### config.mk
export PLATFORM = sky130hd
export DESIGN_NAME = apb_bus_monitor
export DESIGN_NICKNAME = d
export VERILOG_FILES = /design/src/verilog/apb_mon_pkg.sv /design/src/verilog/apb_bus_monitor.sv /design/src/verilog/apb_cov_counters.sv /design/src/verilog/apb_mon_wb_regs.sv /design/src/verilog/apb_phase_tracker.sv
export VERILOG_INCLUDE_DIRS = /design/src /design/src/verilog
export SDC_FILE = /design/constraint.sdc
export NUM_CORES = 2
export LEC_CHECK = 0
export BUFFER_PORTS_ARGS = -buffer_cell sky130_fd_sc_hd__buf_4
export CAP_MARGIN = 20
export CORE_MARGIN = 4
export CORE_UTILIZATION = 40
export CTS_BUF_LIST = sky130_fd_sc_hd__clkbuf_4 sky130_fd_sc_hd__clkbuf_8
export DETAILED_ROUTE_END_ITERATION = 8
export PLACE_DENSITY = 0.56
export SYNTH_ARGS = -nofsm -noshare
export SYNTH_HDL_FRONTEND = slang
export SYNTH_SLANG_ARGS = --single-unit
### constraint.sdc
create_clock -name apb_if_monitor -period 16.6 [get_ports apb_if_monitor]
set_clock_uncertainty 0.05 [all_clocks]
set_input_delay 4.98 -clock apb_if_monitor [delete_from_list [all_inputs] [get_ports apb_if_monitor]]
set_output_delay 4.98 -clock apb_if_monitor [all_outputs]
set_load 0.005 [all_outputs]
### src/verilog/apb_mon_defines.svh
`ifndef APB_MON_DEFINES_SVH
`define APB_MON_DEFINES_SVH

// apb bus widths
`define APB_ADDR_WIDTH 32
`define APB_DATA_WIDTH 32

// top address bits that pick the region
`define REGION_WIDTH 4

// saturating counters
`define COUNT_WIDTH 16
`define BIN_COUNT 64

// wishbone word address
`define WB_ADDR_WIDTH 7

// register map in word addresses
`define REG_BIN_BASE 0
`define REG_VIOL_FLAGS 64
`define REG_VIOL_TOTAL 65
`define REG_CTRL 66

`endif

### src/verilog/apb_mon_pkg.sv
`default_nettype none

`include "apb_mon_defines.svh"

package apb_mon_pkg;

    // monitor view of the transfer
    typedef enum logic [1:0] {
        phase_idle   = 2'd0,
        phase_setup  = 2'd1,
        phase_access = 2'd2
    } apb_phase_t;

    // bit positions in the flag word
    typedef enum logic [1:0] {
        viol_no_enable        = 2'd0,
        viol_unstable         = 2'd1,
        viol_enable_held      = 2'd2,
        viol_enable_no_select = 2'd3
    } apb_viol_t;

    typedef logic [3:0] viol_vec_t;

    // {pwrite, pslverr, region}
    typedef logic [$clog2(`BIN_COUNT)-1:0] bin_idx_t;

endpackage

`default_nettype wire

### src/verilog/apb_bus_monitor.sv
`default_nettype none

`include "apb_mon_defines.svh"

module apb_bus_monitor
    import apb_mon_pkg::*;
(
    input  wire                        apb_if_monitor,
    input  wire                        rst,
    input  wire                        presetn,
    input  wire                        psel,
    input  wire                        penable,
    input  wire                        pwrite,
    input  wire [`APB_ADDR_WIDTH-1:0]  paddr,
    input  wire [`APB_DATA_WIDTH-1:0]  pwdata,
    input  wire [`APB_DATA_WIDTH-1:0]  prdata,
    input  wire                        pready,
    input  wire                        pslverr,
    input  wire                        wb_cyc,
    input  wire                        wb_stb,
    input  wire                        wb_we,
    input  wire [`WB_ADDR_WIDTH-1:0]   wb_adr,
    input  wire [`APB_DATA_WIDTH-1:0]  wb_wdata,
    output logic                       wb_ack,
    output logic [`APB_DATA_WIDTH-1:0] wb_rdata
);

    logic                               xfer_done;
    bin_idx_t                           xfer_bin;
    viol_vec_t                          viol_pulse;
    logic                               count_enable;
    logic                               count_clear;
    logic [`BIN_COUNT*`COUNT_WIDTH-1:0] bin_counts;
    logic [`COUNT_WIDTH-1:0]            viol_total;

    // prdata is part of the bus but the checks never look at it
    apb_phase_tracker i_apb_phase_tracker (
        .apb_if_monitor (apb_if_monitor),
        .rst            (rst),
        .presetn        (presetn),
        .psel           (psel),
        .penable        (penable),
        .pwrite         (pwrite),
        .paddr          (paddr),
        .pwdata         (pwdata),
        .pready         (pready),
        .pslverr        (pslverr),
        .xfer_done      (xfer_done),
        .xfer_bin       (xfer_bin),
        .viol_pulse     (viol_pulse)
    );

    apb_cov_counters i_apb_cov_counters (
        .apb_if_monitor (apb_if_monitor),
        .rst            (rst),
        .xfer_done      (xfer_done),
        .xfer_bin       (xfer_bin),
        .viol_pulse     (viol_pulse),
        .count_enable   (count_enable),
        .count_clear    (count_clear),
        .bin_counts     (bin_counts),
        .viol_total     (viol_total)
    );

    apb_mon_wb_regs i_apb_mon_wb_regs (
        .apb_if_monitor (apb_if_monitor),
        .rst            (rst),
        .wb_cyc         (wb_cyc),
        .wb_stb         (wb_stb),
        .wb_we          (wb_we),
        .wb_adr         (wb_adr),
        .wb_wdata       (wb_wdata),
        .wb_ack         (wb_ack),
        .wb_rdata       (wb_rdata),
        .viol_pulse     (viol_pulse),
        .bin_counts     (bin_counts),
        .viol_total     (viol_total),
        .count_enable   (count_enable),
        .count_clear    (count_clear)
    );

endmodule

`default_nettype wire

### src/verilog/apb_cov_counters.sv
`default_nettype none

`include "apb_mon_defines.svh"

module apb_cov_counters
    import apb_mon_pkg::*;
(
    input  wire                                  apb_if_monitor,
    input  wire                                  rst,
    input  wire                                  xfer_done,
    input  wire bin_idx_t                        xfer_bin,
    input  wire viol_vec_t                       viol_pulse,
    input  wire                                  count_enable,
    input  wire                                  count_clear,
    output logic [`BIN_COUNT*`COUNT_WIDTH-1:0]   bin_counts,
    output logic [`COUNT_WIDTH-1:0]              viol_total
);

    logic [`COUNT_WIDTH-1:0] bin_q [`BIN_COUNT];

    logic bin_inc;
    logic total_inc;

    // stop at all ones
    assign bin_inc   = count_enable && xfer_done && (bin_q[xfer_bin] != '1);
    assign total_inc = count_enable && (|viol_pulse) && (viol_total != '1);

    always_ff @(posedge apb_if_monitor) begin
        if (rst || count_clear) begin
            for (int i = 0; i < `BIN_COUNT; i++) begin
                bin_q[i] <= '0;
            end
        end else if (bin_inc) begin
            bin_q[xfer_bin] <= bin_q[xfer_bin] + 1'b1;
        end
    end

    // one count per cycle with any check firing
    always_ff @(posedge apb_if_monitor) begin
        if (rst || count_clear) begin
            viol_total <= '0;
        end else if (total_inc) begin
            viol_total <= viol_total + 1'b1;
        end
    end

    always_comb begin
        for (int i = 0; i < `BIN_COUNT; i++) begin
            bin_counts[i*`COUNT_WIDTH +: `COUNT_WIDTH] = bin_q[i];
        end
    end

endmodule

`default_nettype wire

### src/verilog/apb_mon_wb_regs.sv
`default_nettype none

`include "apb_mon_defines.svh"

module apb_mon_wb_regs
    import apb_mon_pkg::*;
(
    input  wire                                apb_if_monitor,
    input  wire                                rst,
    input  wire                                wb_cyc,
    input  wire                                wb_stb,
    input  wire                                wb_we,
    input  wire [`WB_ADDR_WIDTH-1:0]           wb_adr,
    input  wire [`APB_DATA_WIDTH-1:0]          wb_wdata,
    output logic                               wb_ack,
    output logic [`APB_DATA_WIDTH-1:0]         wb_rdata,
    input  wire viol_vec_t                     viol_pulse,
    input  wire [`BIN_COUNT*`COUNT_WIDTH-1:0]  bin_counts,
    input  wire [`COUNT_WIDTH-1:0]             viol_total,
    output logic                               count_enable,
    output logic                               count_clear
);

    logic                        wb_req;
    logic                        wr_flags;
    logic                        wr_ctrl;
    logic [`WB_ADDR_WIDTH-1:0]   bin_off;
    bin_idx_t                    bin_sel;
    viol_vec_t                   clr_mask;
    viol_vec_t                   flags_q;
    logic [`APB_DATA_WIDTH-1:0]  read_word;

    // new request only while no ack is out
    assign wb_req   = wb_cyc && wb_stb && !wb_ack;
    assign wr_flags = wb_req && wb_we && (wb_adr == `WB_ADDR_WIDTH'(`REG_VIOL_FLAGS));
    assign wr_ctrl  = wb_req && wb_we && (wb_adr == `WB_ADDR_WIDTH'(`REG_CTRL));

    assign count_clear = wr_ctrl && wb_wdata[1];
    assign clr_mask    = wr_flags ? viol_vec_t'(wb_wdata) : '0;

    assign bin_off = wb_adr - `WB_ADDR_WIDTH'(`REG_BIN_BASE);
    assign bin_sel = bin_idx_t'(bin_off);

    always_ff @(posedge apb_if_monitor) begin
        if (rst) begin
            wb_ack       <= 1'b0;
            count_enable <= 1'b1;
            flags_q      <= '0;
        end else begin
            wb_ack <= wb_req;
            if (wr_ctrl) begin
                count_enable <= wb_wdata[0];
            end
            // a fresh pulse beats a same-cycle clear
            flags_q <= (flags_q & ~clr_mask) | viol_pulse;
        end
    end

    always_comb begin
        read_word = '0;
        if (bin_off < `WB_ADDR_WIDTH'(`BIN_COUNT)) begin
            read_word = `APB_DATA_WIDTH'(bin_counts[bin_sel*`COUNT_WIDTH +: `COUNT_WIDTH]);
        end else begin
            case (wb_adr)
                `WB_ADDR_WIDTH'(`REG_VIOL_FLAGS): read_word = `APB_DATA_WIDTH'(flags_q);
                `WB_ADDR_WIDTH'(`REG_VIOL_TOTAL): read_word = `APB_DATA_WIDTH'(viol_total);
                `WB_ADDR_WIDTH'(`REG_CTRL):       read_word = `APB_DATA_WIDTH'(count_enable);
                default:                          read_word = '0;
            endcase
        end
    end

    // data lines up with the ack cycle
    always_ff @(posedge apb_if_monitor) begin
        if (wb_req) begin
            wb_rdata <= read_word;
        end
    end

endmodule

`default_nettype wire

### src/verilog/apb_phase_tracker.sv
`default_nettype none

`include "apb_mon_defines.svh"

module apb_phase_tracker
    import apb_mon_pkg::*;
(
    input  wire                       apb_if_monitor,
    input  wire                       rst,
    input  wire                       presetn,
    input  wire                       psel,
    input  wire                       penable,
    input  wire                       pwrite,
    input  wire [`APB_ADDR_WIDTH-1:0] paddr,
    input  wire [`APB_DATA_WIDTH-1:0] pwdata,
    input  wire                       pready,
    input  wire                       pslverr,
    output logic                      xfer_done,
    output bin_idx_t                  xfer_bin,
    output viol_vec_t                 viol_pulse
);

    apb_phase_t state;
    apb_phase_t state_next;

    logic                       cap_write;
    logic [`APB_ADDR_WIDTH-1:0] cap_addr;
    logic [`APB_DATA_WIDTH-1:0] cap_wdata;

    logic      in_xfer;
    logic      complete;
    logic      changed;
    viol_vec_t viol_now;

    // fsm lags the bus by one edge, so setup state is the first access cycle
    assign in_xfer  = (state == phase_setup) || (state == phase_access);
    assign complete = in_xfer && psel && penable && pready;

    assign changed = (paddr != cap_addr) || (pwrite != cap_write) ||
                     (cap_write && (pwdata != cap_wdata));

    always_comb begin
        state_next = state;
        case (state)
            phase_idle: begin
                // penable already high is not a real setup cycle
                if (psel && !penable) begin
                    state_next = phase_setup;
                end
            end
            phase_setup: begin
                if (!psel || !penable || complete) begin
                    state_next = phase_idle;
                end else begin
                    state_next = phase_access;
                end
            end
            phase_access: begin
                if (!psel || complete) begin
                    state_next = phase_idle;
                end
            end
            default: begin
                state_next = phase_idle;
            end
        endcase
    end

    always_comb begin
        viol_now = '0;
        viol_now[viol_no_enable]        = (state == phase_setup) && !penable;
        viol_now[viol_unstable]         = in_xfer && psel && penable && changed;
        viol_now[viol_enable_held]      = xfer_done && penable;
        viol_now[viol_enable_no_select] = penable && !psel;
    end

    always_ff @(posedge apb_if_monitor) begin
        if (rst || !presetn) begin
            state      <= phase_idle;
            xfer_done  <= 1'b0;
            viol_pulse <= '0;
        end else begin
            state      <= state_next;
            xfer_done  <= complete;
            viol_pulse <= viol_now;
        end
    end

    // snapshot of the setup cycle
    always_ff @(posedge apb_if_monitor) begin
        if ((state == phase_idle) && (state_next == phase_setup)) begin
            cap_write <= pwrite;
            cap_addr  <= paddr;
            cap_wdata <= pwdata;
        end
        if (complete) begin
            xfer_bin <= {pwrite, pslverr, paddr[`APB_ADDR_WIDTH-1 -: `REGION_WIDTH]};
        end
    end

endmodule

`default_nettype wire
==> results.md <==
- The flow ran to the end, and the final reports show no timing, DRC or antenna violations.
- The power density over cell area is 95.8 nW/µm².
- In this run the static leakage power is 0.0223 µW.
- The wire-length estimate of the detail-placed layout is 135000 µm.
- The instance area after placement is about 64000 µm².
- The worst reg-to-reg path cell count is 17.
- The clock-pin slew of the registers on the worst-case setup and hold paths is ~60 ps.
- The compound-cell area share of the yosys netlist is 0.0397.
- The largest buffer count on any clock path is 3.
- The cell at the root of the clock tree is clkbuf_8.
- The number of max-slew violations in the final report is 0.
- The post-route DRC violation count is 0.
- The library cell appearing most often on the critical path is buf_4.
- The post-synthesis cell type count is 101.
- The async set or reset register ratio after synthesis is 0.
- For this run, the slowest stage of the critical path takes 870 ps.
- The number of global-route vias before repair is 40705.
- The share of total power in the clock network is 0.396.
- For the finished layout, the period the worst path requires is 9000 ps.
- At the placement stage, the worst setup path has a slack of 6700 ps.
- The part of the cycle the worst path needs is 0.542.
- Across the VDD grid, the largest voltage drop is 67.3 µV.
- The endpoint class of the critical path is a flip-flop.
- The average size of a mapped cell is 15.1 µm².
- The count of buffers added on input and output ports is 102.
- The share of cell area taken by muxes after synthesis is 0.234.
- The worst hold path begins at i_apb_mon_wb_regs.wb_ack.
- The worst setup path is launched from a primary input.
- After floorplanning, the core was sized to cover 152000 µm².
- The endpoint identified for the worst register-to-register timing path is i_apb_cov_counters.bin_q[46][10].
- The end point of the worst hold path is i_apb_mon_wb_regs.wb_ack.
- Headroom to the max-slew limit came out at 0.229.
- The CTS tree is built.
- The aggregate global-route resource usage is 0.280.
- The number of cells traversed by the worst hold path is 1.
- Along the worst path, the maximum fanout reaches 46.
- The post-route core utilization is 0.445.
- The horizontal die dimension is 399 µm.
- The post-detailed-route count of antenna-violating nets is 0.
- Counting flops and latches in the post-synthesis netlist gives roughly 1100.
- The total standard cell area after synthesis is 61100 µm².
- The number of instances in the synthesized netlist is 4049.
- The setup slack of the most critical reg-to-reg path is a little over 8000 ps.
- Yosys printed 0 warnings.
- The overall overflow remaining after global route is 0.
- The fill cell total of the finished layout is 13406.
- The number of nets in the finished design is 4216.
- The wire length of the first global-routing pass is 315000 µm.
- In the final layout, the multi-input gates occupy 24500 µm².
- The share of total power dissipated in combinational logic is 0.092.
- The dominant register cell in the synthesized netlist is edfxtp_1.
- The reported net switching power is 1660 µW.
- By area the synthesized netlist is led by edfxtp_1 (55%), mux4_2 (20%), nor3_1 (3.9%).
- The floorplan row count is 143.
- The critical path in this run is classified as primary input to flip-flop.
- Max-cap violations in this run came to 0.
- Of the total synthesized cell area, the portion taken by AND, OR, NAND and NOR gates is 0.108.
- The final instance area is 67600 µm².
- The master of the slowest instance on the critical path is nor4b_1.
- The die footprint is approximately 160000 µm².
- The mean routed wirelength per cell is 35.6 µm.
- The area growth from synthesis to layout is 10.5%.
- In this run, CTS created clock tree buffers numbering about 200.
- The proportion of layout cells with a drive suffix above 1 is 0.311.
- The internal power of the cells totals 4820 µW.
- After the first detailed-routing iteration, the DRC count stood at about 5700.
- Dividing the detail-routed via count by the number of cells gives between 6 and 7.
- The initial antenna violation count is 9.
- The dominant cell type by area after synthesis is edfxtp_1.
- Of the total synthesized cell area, the portion taken by XOR and XNOR cells is 0.0115.
- Traced cell by cell, the critical path runs through buf_6 > or4b_2 > nor4b_1 > a21o_1 > nor2_1 > buf_4 > o2111ai_4 > buf_4 > buf_4 > o21ai_2 > buf_4.
- The adder-cell area share of the yosys netlist is 0.00123.
- The later-pin clock latency in the skew report is 990 ps.
- For this configuration, the core starts out at a cell density of 0.402.
- Setup repair after global routing left no endpoint under its margin.
- For this design the top-level I/O count stands at 179.
- For this design, the sink count on the clock tree is ~1100.
- The part of the total power dissipated in sequential elements is 0.512.
- The maximum clock rate is between 100 and 150 MHz.
- After clock tree synthesis, the flow added hold-fix buffers numbering 0.
- In this run the number of H-tree levels came out at 4.
- The final routed wirelength across all metal layers is 223000 µm.
- The type of the worst min-delay path is flip-flop to flip-flop.
- Entering global routing, the biggest net connects between 90 and 100 pins.
- For this run, the register share of the synthesized area comes to 0.557.
- The sequential cells in the finished layout cover a total of roughly 34000 µm².
- The final worst-path setup slack is 7600 ps.
- The critical path required time is 17230 ps.
- The main combinational cell family by area after synthesis is multiplexers.
- The buffer count from post-CTS setup fixing is 0.
- The arrival time reported for the critical path endpoint is 9630 ps.
- The die outline height is 399 µm.
- The proportion of netlist area held by the largest area contributor is 0.546.
- The count of instances resized after the clock tree is built is 0.
- The setup TNS is 0 ps.
- The fraction of power spent switching nets is 0.256.
- In this run the worst setup path begins at wb_adr[2].
- The measured slew at the worst slew-check pin is roughly 1200 ps.
- The congestion estimate from routability-driven global placement came to 0.964.
- The routed layout has 41345 vias.
- The hold violation total from the final report is 0.
- The number of enable flip-flop cells after synthesis is approximately 1100.
- Before antenna repair, the detailed router went through 5 iterations.
- The number of setup violations in the final report is 0.
state kept, by name (all words and copies together), names as in the netlist, 2 cells and up, named ones only:
name	cells
i_apb_cov_counters.bin_q	1024
i_apb_phase_tracker.cap_addr	32
i_apb_phase_tracker.cap_wdata	32
i_apb_cov_counters.viol_total	16
i_apb_mon_wb_regs.wb_rdata	16
i_apb_phase_tracker.xfer_bin	6
i_apb_mon_wb_regs.flags_q	4
i_apb_phase_tracker.viol_pulse	4
i_apb_phase_tracker.state	2
critical path: cells and delay by family:
| kind | cells | cell delay [ps] |
|---|---|---|
| buffers and inverters | 5 | 2020 |
| AO/OA/AOI/OAI | 3 | 800 |
| AND/OR/NAND/NOR | 3 | 1750 |
kinds of logic after synthesis:
logic type                 count (synthesis)
AOI/OAI and AO/OA                        299
xor gates and xnor gates                  80
adders and majority gates                  6
buffers and inverters                    515
DFF                                     1146
muxes                                    670
other                                      1
and+or+nand+nor                         1332
power by group through the flow:
stage | sequential (µW) | combinational, µW | clock, µW
2_1_floorplan | 3360 | 344 | 0
3_3_place_gp | 3370 | 575 | 0
3_5_place_dp | 3380 | 583 | 0
4_1_cts | 3320 | 585 | 2590
5_1_grt | 3330 | 610 | 2730
6_report | 3320 | 597 | 2560
how the worst max path moves through the flow:
| stage | end | slack (ps) | cells past startpoint |
|---|---|---|---|
| final | i_apb_cov_counters.bin_q[46][10] | 7600 | 11 |
| after global routing | i_apb_cov_counters.bin_q[46][8] | 7530 | 11 |
| after detailed placement | i_apb_cov_counters.bin_q[51][8] | 6700 | 9 |
| after global placement | i_apb_cov_counters.bin_q[50][11] | 6770 | 9 |
| after floorplan | i_apb_phase_tracker.cap_addr[0] | 3360 | 5 |
| after CTS | i_apb_cov_counters.bin_q[51][5] | 7690 | 9 |
synthesized netlist by cell type, drive strengths merged, types with 6 or more instances:
cell type	instances
ha	6
nor4	168
nor3	473
inv	22
buf	238
xnor2	51
nand2b	8
and3	6
mux2	13
o211ai	11
a32oi	8
a22oi	15
o2111ai	30
mux2i	67
or3	6
o22ai	13
dfxtp	35
a31oi	10
nor2b	16
xor2	29
edfxtp	1111
nand3	34
and2	8
a22o	19
nand4	25
dlygate4sd3	7
a21oi	61
nand2	140
a221oi	8
nand3b	6
o21ai	56
mux4	590
o221ai	6
a211oi	26
nor2	418
clkbuf	242
layout by cell type (no fill, tap or decap), types with 20 or more instances in the layout:
cell	n
xor2_1	25
nand3_1	32
nand2_1	137
buf_4	273
nor4_2	20
clkinv_1	61
nor4_1	145
nor2_1	417
nand4_1	24
mux4_2	541
edfxtp_1	1111
xnor2_1	49
dfxtp_1	30
mux4_1	46
mux2i_1	67
a211oi_1	21
o2111ai_2	22
a21oi_1	59
nor3_1	472
clkbuf_4	64
o21ai_2	31
clkinv_2	20
clkbuf_8	201
cell type report:
| cell class | instances | area share |
|---|---|---|
| clock buffers | 265 | 0.0480 |
| diodes | 8 | 0.000296 |
| well taps | 2030 | 0.0376 |
| repair buffers | 293 | 0.0370 |
| flip-flops and latches | 1146 | 0.504 |
| clock inverters | 101 | 0.00870 |
| multi-input cells | 2403 | 0.363 |
| inverters | 23 | 0.00128 |
through the flow:
step	instances	power [µW]	hold WS, ps
2_1_floorplan	4064	3700	387
3_3_place_gp	5881	3950	387
3_5_place_dp	5889	3960	396
4_1_cts	6255	6500	404
5_1_grt	6262	6670	420
6_report	6269	6480	399
metal layers:
| metal | GRT usage | part of all wire | vias up |
|---|---|---|---|
| li1 | - | - | 16459 |
| met1 | 0.376 | 0.38 | 21585 |
| met2 | 0.421 | 0.45 | 2766 |
| met3 | 0.0732 | 0.11 | 527 |
| met4 | 0.146 | 0.059 | 8 |
| met5 | 0 | 0.00026 | - |
(Power assumes the default switching activity.)
